## src/hw/chan_acq_pkg.sv

```systemverilog
`default_nettype none

package chan_acq_pkg;

	////////////////////
	// sample and word geometry
	localparam int SAMPLE_W         = 12;                        // adc sample bits
	localparam int LANE_W           = 16;                        // one sample lane in a burst word
	localparam int SAMPLES_PER_WORD = 8;                         // lanes per burst word
	localparam int WORD_W           = 128;                       // fill word width
	localparam int LANE_PAD_W       = LANE_W - SAMPLE_W - 1;     // zero bits above the ovr flag
	localparam int LANE_CNT_W       = $clog2(SAMPLES_PER_WORD);  // lane counter in the packer

	////////////////////
	// header fields
	localparam int BURST_CNT_W      = 21;                        // bursts per fill
	localparam int FILL_NUM_W       = 24;                        // running fill number
	localparam int TAG_W            = 16;                        // channel tag
	localparam logic [7:0] HEADER_MARK = 8'hA5;                  // top byte of every header
	localparam int HDR_PAD_W = WORD_W - 8 - FILL_NUM_W - TAG_W - BURST_CNT_W - 2;

	////////////////////
	// fill buffer and register port
	localparam int BUF_DEPTH        = 16;                        // slots, also the initial credits
	localparam int BUF_PTR_W        = $clog2(BUF_DEPTH);
	localparam int BUF_CNT_W        = BUF_PTR_W + 1;             // holds 0 to BUF_DEPTH
	localparam int REG_ADDR_W       = 3;

	typedef enum logic [1:0] {
		DISABLED = 2'd0,   // no triggers taken
		MUON     = 2'd1,
		LASER    = 2'd2,
		PEDESTAL = 2'd3
	} fill_type_e;

	typedef enum logic [1:0] {IDLE, HEADER, SAMPLES, DONE} seq_state_e;

	typedef enum logic [REG_ADDR_W-1:0] {
		TAG           = 3'd0,
		MUON_BURSTS   = 3'd1,
		LASER_BURSTS  = 3'd2,
		PED_BURSTS    = 3'd3,
		INIT_FILL_NUM = 3'd4
	} reg_addr_e;

endpackage

`default_nettype wire
```

## src/hw/acq_cfg_if.sv

```systemverilog
`timescale 1ns/100ps
`default_nettype none

interface acq_cfg_if;
	import chan_acq_pkg::*;

	logic [TAG_W-1:0]       channel_tag;        // copied into every header
	logic [BURST_CNT_W-1:0] muon_bursts;        // bursts in a MUON fill
	logic [BURST_CNT_W-1:0] laser_bursts;       // bursts in a LASER fill
	logic [BURST_CNT_W-1:0] ped_bursts;         // bursts in a PEDESTAL fill
	logic [FILL_NUM_W-1:0]  init_fill_num;      // start value of the fill number
	logic                   init_fill_num_wr;   // one cycle, follows the write

	modport regs (
		output channel_tag, muon_bursts, laser_bursts, ped_bursts,
		       init_fill_num, init_fill_num_wr
	);

	modport seq (
		input  muon_bursts, laser_bursts, ped_bursts, init_fill_num, init_fill_num_wr
	);

	modport asm (
		input  channel_tag
	);

endinterface

`default_nettype wire

```

## src/hw/acq_stream_if.sv

```systemverilog
`timescale 1ns/100ps
`default_nettype none

// fill words from the assembler into the buffer, no back-pressure
interface acq_stream_if;
	import chan_acq_pkg::*;

	logic [WORD_W-1:0] word;    // header or burst word
	logic              valid;   // word is here for this cycle only
	logic              first;   // marks the header word
	logic              last;    // marks the final word of a fill

	modport src (
		output word, valid, first, last
	);

	modport sink (
		input  word, valid, first, last
	);

endinterface

`default_nettype wire

```

## src/hw/channel_acq_top.sv

```systemverilog
`timescale 1ns/100ps
`default_nettype none

module channel_acq_top (
	input  wire                                 adc_clk,        // adc sample clock
	input  wire                                 rst_n,
	input  wire [chan_acq_pkg::SAMPLE_W-1:0]    adc_data,
	input  wire                                 adc_ovr,
	input  wire                                 acq_trig,
	input  wire                                 acq_reset,
	input  wire [1:0]                           acq_enable,     // fill type select
	input  wire                                 reg_wr_en,
	input  wire [chan_acq_pkg::REG_ADDR_W-1:0]  reg_addr,
	input  wire [31:0]                          reg_wr_data,
	input  wire                                 out_credit,
	output wire [chan_acq_pkg::WORD_W-1:0]      out_word,
	output wire                                 out_valid,
	output wire                                 acq_done,
	output wire                                 acq_enabled,
	output wire                                 fill_overflow
);
	import chan_acq_pkg::*;

	logic                   pack_run;
	logic                   hdr_load;
	logic                   word_ready;
	fill_type_e             fill_type;
	logic [BURST_CNT_W-1:0] burst_count;
	logic [FILL_NUM_W-1:0]  fill_num;
	logic [WORD_W-1:0]      burst_word;

	acq_cfg_if    cfg_if ();
	acq_stream_if stream_if ();

	acq_config_regs acq_config_regs_i (
		.adc_clk(adc_clk), .rst_n(rst_n), .reg_wr_en(reg_wr_en),
		.reg_addr(reg_addr_e'(reg_addr)), .reg_wr_data(reg_wr_data), .cfg(cfg_if.regs)
	);

	fill_sequencer fill_sequencer_i (
		.adc_clk(adc_clk), .rst_n(rst_n), .acq_trig(acq_trig), .acq_reset(acq_reset),
		.acq_enable(acq_enable), .cfg(cfg_if.seq), .pack_run(pack_run), .hdr_load(hdr_load),
		.fill_type(fill_type), .burst_count(burst_count), .fill_num(fill_num),
		.acq_done(acq_done), .acq_enabled(acq_enabled), .word_ready(word_ready)
	);

	sample_packer sample_packer_i (
		.adc_clk(adc_clk), .rst_n(rst_n), .adc_data(adc_data), .adc_ovr(adc_ovr),
		.pack_run(pack_run), .burst_word(burst_word), .word_ready(word_ready)
	);

	fill_assembler fill_assembler_i (
		.adc_clk(adc_clk), .rst_n(rst_n), .hdr_load(hdr_load), .fill_type(fill_type),
		.burst_count(burst_count), .fill_num(fill_num), .burst_word(burst_word),
		.word_ready(word_ready), .pack_run(pack_run), .cfg(cfg_if.asm), .stream(stream_if.src)
	);

	fill_buffer fill_buffer_i (
		.adc_clk(adc_clk), .rst_n(rst_n), .acq_reset(acq_reset), .out_credit(out_credit),
		.stream(stream_if.sink), .out_word(out_word), .out_valid(out_valid),
		.fill_overflow(fill_overflow)
	);

endmodule

`default_nettype wire

```

## src/hw/fill_buffer.sv

```systemverilog
`timescale 1ns/100ps
`default_nettype none

module fill_buffer (
	input  wire                              adc_clk,
	input  wire                              rst_n,
	input  wire                              acq_reset,      // flush, refill credits
	input  wire                              out_credit,     // reader returns one slot
	acq_stream_if.sink                       stream,
	output logic [chan_acq_pkg::WORD_W-1:0]  out_word,
	output logic                             out_valid,      // one word, one credit
	output logic                             fill_overflow   // sticky, a word was lost
);
	import chan_acq_pkg::*;

	logic [WORD_W-1:0]    mem [BUF_DEPTH];
	logic [BUF_PTR_W-1:0] wr_ptr;
	logic [BUF_PTR_W-1:0] rd_ptr;
	logic [BUF_CNT_W-1:0] fill_cnt;     // words waiting
	logic [BUF_CNT_W-1:0] credit_cnt;   // words the reader can still take
	logic                 full;
	logic                 empty;
	logic                 push;
	logic                 pop;

	assign full  = (fill_cnt == BUF_CNT_W'(BUF_DEPTH));
	assign empty = (fill_cnt == '0);
	assign push  = stream.valid && !full;                           // full drops the word
	assign pop   = !empty && (credit_cnt != '0);

	////////////////////
	// storage and output register
	always_ff @(posedge adc_clk) begin
		if (push)
			mem[wr_ptr] <= stream.word;
		if (pop)
			out_word <= mem[rd_ptr];
	end

	////////////////////
	// pointers, level and credits
	always_ff @(posedge adc_clk or negedge rst_n) begin
		if (!rst_n) begin
			wr_ptr        <= '0;
			rd_ptr        <= '0;
			fill_cnt      <= '0;
			credit_cnt    <= BUF_CNT_W'(BUF_DEPTH);
			out_valid     <= 1'b0;
			fill_overflow <= 1'b0;
		end else if (acq_reset) begin
			wr_ptr        <= '0;
			rd_ptr        <= '0;
			fill_cnt      <= '0;
			credit_cnt    <= BUF_CNT_W'(BUF_DEPTH);
			out_valid     <= 1'b0;
			fill_overflow <= 1'b0;
		end else begin
			out_valid <= pop;
			if (push)
				wr_ptr <= wr_ptr + 1'b1;
			if (pop)
				rd_ptr <= rd_ptr + 1'b1;
			fill_cnt   <= fill_cnt + BUF_CNT_W'(push) - BUF_CNT_W'(pop);
			credit_cnt <= credit_cnt + BUF_CNT_W'(out_credit) - BUF_CNT_W'(pop);
			if (stream.valid && full)
				fill_overflow <= 1'b1;
		end
	end

	// reader never hands back more credits than slots
	a_credit_max: assert property (@(posedge adc_clk) disable iff (!rst_n)
		credit_cnt <= BUF_CNT_W'(BUF_DEPTH));

	a_credit_out: assert property (@(posedge adc_clk) disable iff (!rst_n)
		out_valid |-> $past(credit_cnt) != '0);

	// nothing but a new header may follow the last word of a fill
	a_fill_frame: assert property (@(posedge adc_clk) disable iff (!rst_n)
		stream.valid && stream.last |=> !stream.valid || stream.first);

endmodule

`default_nettype wire

```

## src/hw/fill_assembler.sv

```systemverilog
`timescale 1ns/100ps
`default_nettype none

module fill_assembler (
	input  wire                                  adc_clk,
	input  wire                                  rst_n,
	input  wire                                  hdr_load,      // trigger edge
	input  var  chan_acq_pkg::fill_type_e        fill_type,
	input  wire [chan_acq_pkg::BURST_CNT_W-1:0]  burst_count,
	input  wire [chan_acq_pkg::FILL_NUM_W-1:0]   fill_num,
	input  wire [chan_acq_pkg::WORD_W-1:0]       burst_word,
	input  wire                                  word_ready,
	input  wire                                  pack_run,      // fill still running
	acq_cfg_if.asm                               cfg,
	acq_stream_if.src                            stream
);
	import chan_acq_pkg::*;

	logic [WORD_W-1:0]      header;
	logic [BURST_CNT_W-1:0] bursts_lat;    // count taken with the header
	logic [BURST_CNT_W-1:0] bursts_sent;
	logic                   fwd;           // pass this burst word on

	assign header = {HEADER_MARK, fill_num, cfg.channel_tag, burst_count, fill_type,
	                 {HDR_PAD_W{1'b0}}};

	// the packer runs one spare word at the end of a fill, keep it off the stream
	assign fwd = pack_run && word_ready && (bursts_sent != bursts_lat);

	always_ff @(posedge adc_clk) begin
		if (hdr_load)
			stream.word <= header;
		else if (fwd)
			stream.word <= burst_word;
	end

	always_ff @(posedge adc_clk or negedge rst_n) begin
		if (!rst_n) begin
			stream.valid <= 1'b0;
			stream.first <= 1'b0;
			stream.last  <= 1'b0;
			bursts_lat   <= '0;
			bursts_sent  <= '0;
		end else begin
			stream.valid <= hdr_load || fwd;
			stream.first <= hdr_load;
			if (hdr_load) begin
				stream.last <= (burst_count == '0);                     // header-only fill
				bursts_lat  <= burst_count;
				bursts_sent <= '0;
			end else if (fwd) begin
				stream.last <= (bursts_sent == bursts_lat - 1'b1);
				bursts_sent <= bursts_sent + 1'b1;
			end else begin
				stream.last <= 1'b0;
			end
		end
	end

endmodule

`default_nettype wire

```

## src/hw/sample_packer.sv

```systemverilog
`timescale 1ns/100ps
`default_nettype none

module sample_packer (
	input  wire                               adc_clk,
	input  wire                               rst_n,
	input  wire [chan_acq_pkg::SAMPLE_W-1:0]  adc_data,     // new sample every clock
	input  wire                               adc_ovr,      // over-range for adc_data
	input  wire                               pack_run,     // sequencer wants samples
	output logic [chan_acq_pkg::WORD_W-1:0]   burst_word,   // valid with word_ready
	output logic                              word_ready
);
	import chan_acq_pkg::*;

	logic [LANE_W-1:0]                        cur_lane;   // sample on the pins now
	logic [(SAMPLES_PER_WORD-1)*LANE_W-1:0]   lanes_q;    // lanes 0 to 6
	logic [LANE_CNT_W-1:0]                    lane_cnt;   // samples held so far

	assign cur_lane = {{LANE_PAD_W{1'b0}}, adc_ovr, adc_data};

	// eighth sample joins straight from the pins so the word is ready at its edge
	assign word_ready = pack_run && (lane_cnt == LANE_CNT_W'(SAMPLES_PER_WORD - 1));
	assign burst_word = {cur_lane, lanes_q};

	// new sample enters at the top lane, older ones move down toward lane 0
	always_ff @(posedge adc_clk) begin
		if (pack_run)
			lanes_q <= {cur_lane, lanes_q[(SAMPLES_PER_WORD-1)*LANE_W-1:LANE_W]};
	end

	always_ff @(posedge adc_clk or negedge rst_n) begin
		if (!rst_n)
			lane_cnt <= '0;
		else if (!pack_run)
			lane_cnt <= '0;                                         // realign for the next fill
		else
			lane_cnt <= lane_cnt + 1'b1;                            // wraps after lane 7
	end

endmodule

`default_nettype wire

```

## src/hw/fill_sequencer.sv

```systemverilog
`timescale 1ns/100ps
`default_nettype none

module fill_sequencer (
	input  wire                                   adc_clk,
	input  wire                                   rst_n,
	input  wire                                   acq_trig,      // start a fill when idle
	input  wire                                   acq_reset,     // abort back to idle
	input  wire [1:0]                             acq_enable,    // fill type pins
	acq_cfg_if.seq                                cfg,
	output logic                                  pack_run,      // packer takes samples
	output logic                                  hdr_load,      // header goes out this edge
	output chan_acq_pkg::fill_type_e              fill_type,
	output logic [chan_acq_pkg::BURST_CNT_W-1:0]  burst_count,
	output logic [chan_acq_pkg::FILL_NUM_W-1:0]   fill_num,
	output logic                                  acq_done,      // one cycle per fill
	output logic                                  acq_enabled,   // busy with a fill
	input  wire                                   word_ready     // packer has a full word
);
	import chan_acq_pkg::*;

	seq_state_e             state;
	fill_type_e             type_sel;     // live decode of the pins
	fill_type_e             type_lat;     // held for the running fill
	logic [BURST_CNT_W-1:0] count_sel;    // burst count for type_sel
	logic [BURST_CNT_W-1:0] count_lat;
	logic [BURST_CNT_W-1:0] words_left;   // burst words still to come

	assign type_sel = fill_type_e'(acq_enable);                     // bit 1 is the high bit

	always_comb begin
		case (type_sel)
			MUON:     count_sel = cfg.muon_bursts;
			LASER:    count_sel = cfg.laser_bursts;
			PEDESTAL: count_sel = cfg.ped_bursts;
			default:  count_sel = '0;
		endcase
	end

	// trigger edge T
	assign hdr_load    = (state == IDLE) && acq_trig && (type_sel != DISABLED) && !acq_reset;
	assign pack_run    = (state == HEADER) || (state == SAMPLES);
	assign acq_enabled = (state != IDLE);
	assign fill_type   = (state == IDLE) ? type_sel : type_lat;      // asm snapshots at T
	assign burst_count = (state == IDLE) ? count_sel : count_lat;

	always_ff @(posedge adc_clk or negedge rst_n) begin
		if (!rst_n) begin
			state      <= IDLE;
			type_lat   <= DISABLED;
			count_lat  <= '0;
			words_left <= '0;
			fill_num   <= '0;
			acq_done   <= 1'b0;
		end else begin
			acq_done <= 1'b0;
			if (acq_reset) begin
				state <= IDLE;                                          // fill number is kept
			end else begin
				case (state)
					IDLE: if (hdr_load) begin
						state      <= HEADER;
						type_lat   <= type_sel;
						count_lat  <= count_sel;
						words_left <= count_sel;
					end
					HEADER: state <= SAMPLES;                               // sample 0 taken here
					SAMPLES: if (word_ready) begin
						// one word period past the last burst closes the fill
						if (words_left == '0)
							state <= DONE;
						else
							words_left <= words_left - 1'b1;
					end
					DONE: begin
						state    <= IDLE;
						acq_done <= 1'b1;
						fill_num <= fill_num + 1'b1;
					end
					default: state <= IDLE;
				endcase
			end
			if (cfg.init_fill_num_wr)
				fill_num <= cfg.init_fill_num;                          // a register write wins
		end
	end

	a_done_idle: assert property (@(posedge adc_clk) disable iff (!rst_n)
		acq_done |-> !pack_run);

endmodule

`default_nettype wire

```

## src/hw/acq_config_regs.sv

```systemverilog
`timescale 1ns/100ps
`default_nettype none

module acq_config_regs (
	input  wire                          adc_clk,       // adc sample clock
	input  wire                          rst_n,         // async, active low
	input  wire                          reg_wr_en,     // one-cycle write strobe
	input  var  chan_acq_pkg::reg_addr_e reg_addr,      // register select
	input  wire [31:0]                   reg_wr_data,   // low bits used per register
	acq_cfg_if.regs                      cfg            // settings out to seq and asm
);
	import chan_acq_pkg::*;

	always_ff @(posedge adc_clk or negedge rst_n) begin
		if (!rst_n) begin
			cfg.channel_tag      <= '0;
			cfg.muon_bursts      <= '0;
			cfg.laser_bursts     <= '0;
			cfg.ped_bursts       <= '0;
			cfg.init_fill_num    <= '0;
			cfg.init_fill_num_wr <= 1'b0;
		end else begin
			cfg.init_fill_num_wr <= 1'b0;                                 // strobe lasts one cycle
			if (reg_wr_en) begin
				case (reg_addr)
					TAG:           cfg.channel_tag  <= reg_wr_data[TAG_W-1:0];
					MUON_BURSTS:   cfg.muon_bursts  <= reg_wr_data[BURST_CNT_W-1:0];
					LASER_BURSTS:  cfg.laser_bursts <= reg_wr_data[BURST_CNT_W-1:0];
					PED_BURSTS:    cfg.ped_bursts   <= reg_wr_data[BURST_CNT_W-1:0];
					INIT_FILL_NUM: begin
						cfg.init_fill_num    <= reg_wr_data[FILL_NUM_W-1:0];
						cfg.init_fill_num_wr <= 1'b1;                         // sequencer reloads next cycle
					end
					default: ;                                                // unmapped, dropped
				endcase
			end
		end
	end

endmodule

`default_nettype wire

```

## config.mk

```make
export PLATFORM = sky130hd
export DESIGN_NAME = channel_acq_top
export DESIGN_NICKNAME = d
export VERILOG_FILES = /design/src/hw/chan_acq_pkg.sv /design/src/hw/acq_cfg_if.sv /design/src/hw/acq_stream_if.sv /design/src/hw/channel_acq_top.sv /design/src/hw/fill_buffer.sv /design/src/hw/fill_assembler.sv /design/src/hw/sample_packer.sv /design/src/hw/fill_sequencer.sv /design/src/hw/acq_config_regs.sv
export SDC_FILE = /design/constraint.sdc
export NUM_CORES = 2
export LEC_CHECK = 0
export BUFFER_PORTS_ARGS = -buffer_cell sky130_fd_sc_hd__buf_2
export CAP_MARGIN = 20
export CORE_UTILIZATION = 45
export DETAILED_ROUTE_END_ITERATION = 16
export PLACE_DENSITY_LB_ADDON = 0.25
export SYNTH_ARGS = -nofsm -noshare
export SYNTH_HDL_FRONTEND = slang
export SYNTH_SLANG_ARGS = --single-unit
```

## constraint.sdc

```tcl
create_clock -name adc_clk -period 15.4 [get_ports adc_clk]
set_input_delay 2.31 -clock adc_clk [delete_from_list [all_inputs] [get_ports adc_clk]]
set_output_delay 2.31 -clock adc_clk [all_outputs]
set_load 0.03 [all_outputs]
```

==> results by group <==
Clock network
  – Clk buf depth: 3
  – H-Tree Depth: 4
  – Post-CTS Hold Buffers: 0
  – CTS tree: yes
  – Post-CTS Setup Bufs: 0
  – Clk_lat worst skew: a little under 0.9 ns
  – Clock sink count: 2415
  – CTS Root Cell: clkbuf_16
  – Post_cts resized: 0
  – CTS buffer count: 235
  – Clock-pin transition on the worst setup and hold timing paths: 0.06 ns

Route
  – Via count: around 48000
  – DRT antenna net count: 0
  – TritonRoute pass-1 iters: 7
  – Routed wire length: approximately 230000 um
  – WL per Instance: around 28 um
  – DRC: 0
  – Initial DRC count: roughly 4500
  – Vias/cell: 5.82

Power
  – Flop pwr share: between 40% and 50%
  – Power per standard cell area: between 150 and 200 nW/um^2
  – Combinational share of power: between 10% and 20%
  – Peak VDD IR: ~140 uV
  – Net Switching: ~4.9 mW
  – P_int: 12.4 mW
  – Clock power share: about a third
  – Leak pwr: around 35 nW
  – Switching share of power: around 29%

Worst setup path
  – CP peak stage delay: 0.84 ns
  – Setup slack, reg-to-reg: 10.37 ns
  – Crit-path slowest cell: buf_4
  – Top delay family on crit path: buffers and inverters
  – CP Capture Type: register
  – Worst Path Buf+Inv: 5
  – Worst setup path class: register to register
  – Critical Path RT: roughly 16 ns
  – Arr. time, crit path: around 5.5 ns
  – Startpoint Class: register
  – Crit-path cells: inv_1, ha_1, and4_1, nor2b_1, buf_4, nand2_1, nor3_2, buf_4, buf_4, buf_4
  – Peak fanout along the critical path: 38
  – Most used cell, CP: buf_4

STA
  – Fmax: ~0.2 GHz
  – Unrepaired setup endpoints after global routing: no
  – Max Transition Viols Final: 0
  – Minimum clock period: between 5 and 6 ns
  – Relative slew slack: between 20% and 30%
  – Clock Skew: 0.0541 ns
  – Fin worst setup slack: slightly above 10 ns
  – Number of hold violations in the final report: 0
  – Post-route setup TNS: 0 ns
  – Crit share post-route: between 30% and 40%
  – Worst-Margin Slew: between 1 and 1.5 ns
  – Setup violators final: 0

Global route
  – Number of global-route vias before repair: slightly below 50000
  – Largest net degree at the start of global routing: roughly 140
  – First-pass GRT wire length: between 300000 and 400000 um
  – Initial antenna violation count: 18
  – Overflow after GRT: 0
  – Gr usage total: between 20% and 30%

Yosys
  – Gate count of the mapped netlist: between 5000 and 6000
  – Post-synthesis sequential area ratio: between 70% and 80%
  – Asr flop ratio synth: a little under a tenth
  – Number of synthesized flops with an enable pin: 2143
  – Mean area per synthesized cell: 18.0 um^2
  – Yosys cell types: 63
  – Total number of yosys warnings: 0
  – Mapped cell area: just over 90000 um^2
  – Yosys reg bits: about 2400
  – Top FF cell, synth: edfxtp_1

Floorplan
  – Die footprint: 208000 um^2
  – I/O pins: between 150 and 200
  – Die span in y: between 400 and 500 um
  – Core Region: slightly above 200000 um^2
  – Initial Util: between 40 and 50%
  – Rows: 166
  – Die width: 456 um

Layout
  – Commonest non-fill, non-tap cell in the layout: edfxtp_1
  – Most frequent cells in the layout: edfxtp_1, nand2_1, mux2i_1, o21ai_0
  – Layout cells sized above 1: between 20% and 30%
  – Nets: 5448
  – Area growth from synthesis to layout: 12.8%
  – Finished layout cell area: about 100000 um^2
  – Final Util: around half

Place
  – Final GP Congestion: 0.793
  – Port-buffer cells: roughly 170
  – Pre-CTS WS: 9.67 ns
  – DP HPWL: roughly 120000 um
  – Placed Area: approximately 97000 um^2

Outcome
  – Status: completed

Run
  – Max-cap violations: 0

Worst hold path
  – Hold WC Path Type: register to register
==> state kept, by name (all words and copies together), names as in the netlist, 24 cells and up <==
name                                 count
fill_buffer_i.mem                     1872
fill_assembler_i.stream.word           117
fill_buffer_i.out_word                 117
sample_packer_i.lanes_q                 91
acq_config_regs_i.cfg.init_fill_num     24
fill_sequencer_i.fill_num               24
==> power groups by stage <==
stage / combinational [mW] / sequential (mW) / clock, mW
6_report: 3.20 / 8.38 / 5.71
5_1_grt: 3.44 / 8.44 / 6.06
4_1_cts: 3.24 / 8.39 / 5.80
3_5_place_dp: 3.23 / 8.52 / 0
3_3_place_gp: 3.20 / 8.51 / 0
2_1_floorplan: 2.01 / 8.63 / 0
==> cell usage after synthesis (14+ instances only) <==
library cell,count,share of area [%]
edfxtp_1,2143,69
nand2_1,393,1.6
mux2i_1,370,4.0
o21ai_0,311,1.7
mux2_2,236,2.9
mux4_2,234,5.7
a21oi_1,227,1.2
dfrtp_1,217,5.9
clkbuf_1,180,0.73
a22oi_1,125,1.0
a221oi_1,122,1.2
nor2_1,74,0.30
dfxtp_1,54,1.2
buf_1,53,0.21
buf_2,45,0.24
xor2_1,39,0.37
inv_1,31,0.13
ha_1,27,0.36
nand3_1,25,0.13
nor3_1,22,0.12
xnor2_1,18,0.17
nand4_1,16,0.11
nor4_1,16,0.11
o21a_1,15,0.12
buf_4,14,0.11
==> worst paths after layout <==
kind | from | to | cells after the start
worst max-delay path | fill_buffer_i.fill_cnt[3] | fill_buffer_i.mem[3][38] | 10
worst min-delay path | sample_packer_i.lane_cnt[0] | sample_packer_i.lane_cnt[0] | 1
worst max register to register | fill_buffer_i.fill_cnt[3] | fill_buffer_i.mem[3][38] | 10
worst min register to register | sample_packer_i.lane_cnt[0] | sample_packer_i.lane_cnt[0] | 1
max in group asynchronous | rst_n | fill_buffer_i.rd_ptr[1] | 3
min in group asynchronous | rst_n | acq_config_regs_i.cfg.muon_bursts[18] | 1
==> metal layers <==
layer  up-vias  wire, um  global-route usage, %  part of all wire, %
met4        16      4960                   5.64                  2.2
met1     25315     96200                   30.1                   42
met3       304     14600                   3.97                  6.4
met2      1519    111000                   35.7                   49
li1      20889         -                      -                    -
met5         -        99                      0                0.044
==> metrics by stage <==
| step | std cells | total power [mW] | hold slack [ns] |
|---|---|---|---|
| finish | 8252 | 17.3 | 0.441 |
| global route | 8248 | 17.9 | 0.459 |
| CTS | 8246 | 17.4 | 0.440 |
| detailed placement | 7812 | 11.8 | 0.432 |
| global placement | 7812 | 11.7 | 0.422 |
| floorplan | 5158 | 10.6 | 0.409 |
==> area by class of cell <==
| type | instances | area (um^2) |
|---|---|---|
| fillers | 16473 | 100000 |
| multi-input cells | 2420 | 20800 |
| repair buffers | 260 | 1680 |
| diodes | 4 | 10.0 |
| well taps | 2688 | 3360 |
| inverters | 31 | 116 |
| clock inverters | 136 | 1510 |
| clock buffers | 298 | 6230 |
| flip-flops and latches | 2415 | 70900 |
==> logic make-up after synthesis <==
family | after synthesis | share of synthesized area, %
flops | 2415 | 76.4
fa+ha+maj | 29 | 0.407
xor+xnor | 57 | 0.538
buf+inv | 323 | 1.42
simple gates | 621 | 2.95
other cells | 1 | 0.00404
compound gates | 863 | 5.70
mux | 840 | 12.5
Note: power is estimated with default switching activity, not from simulation.
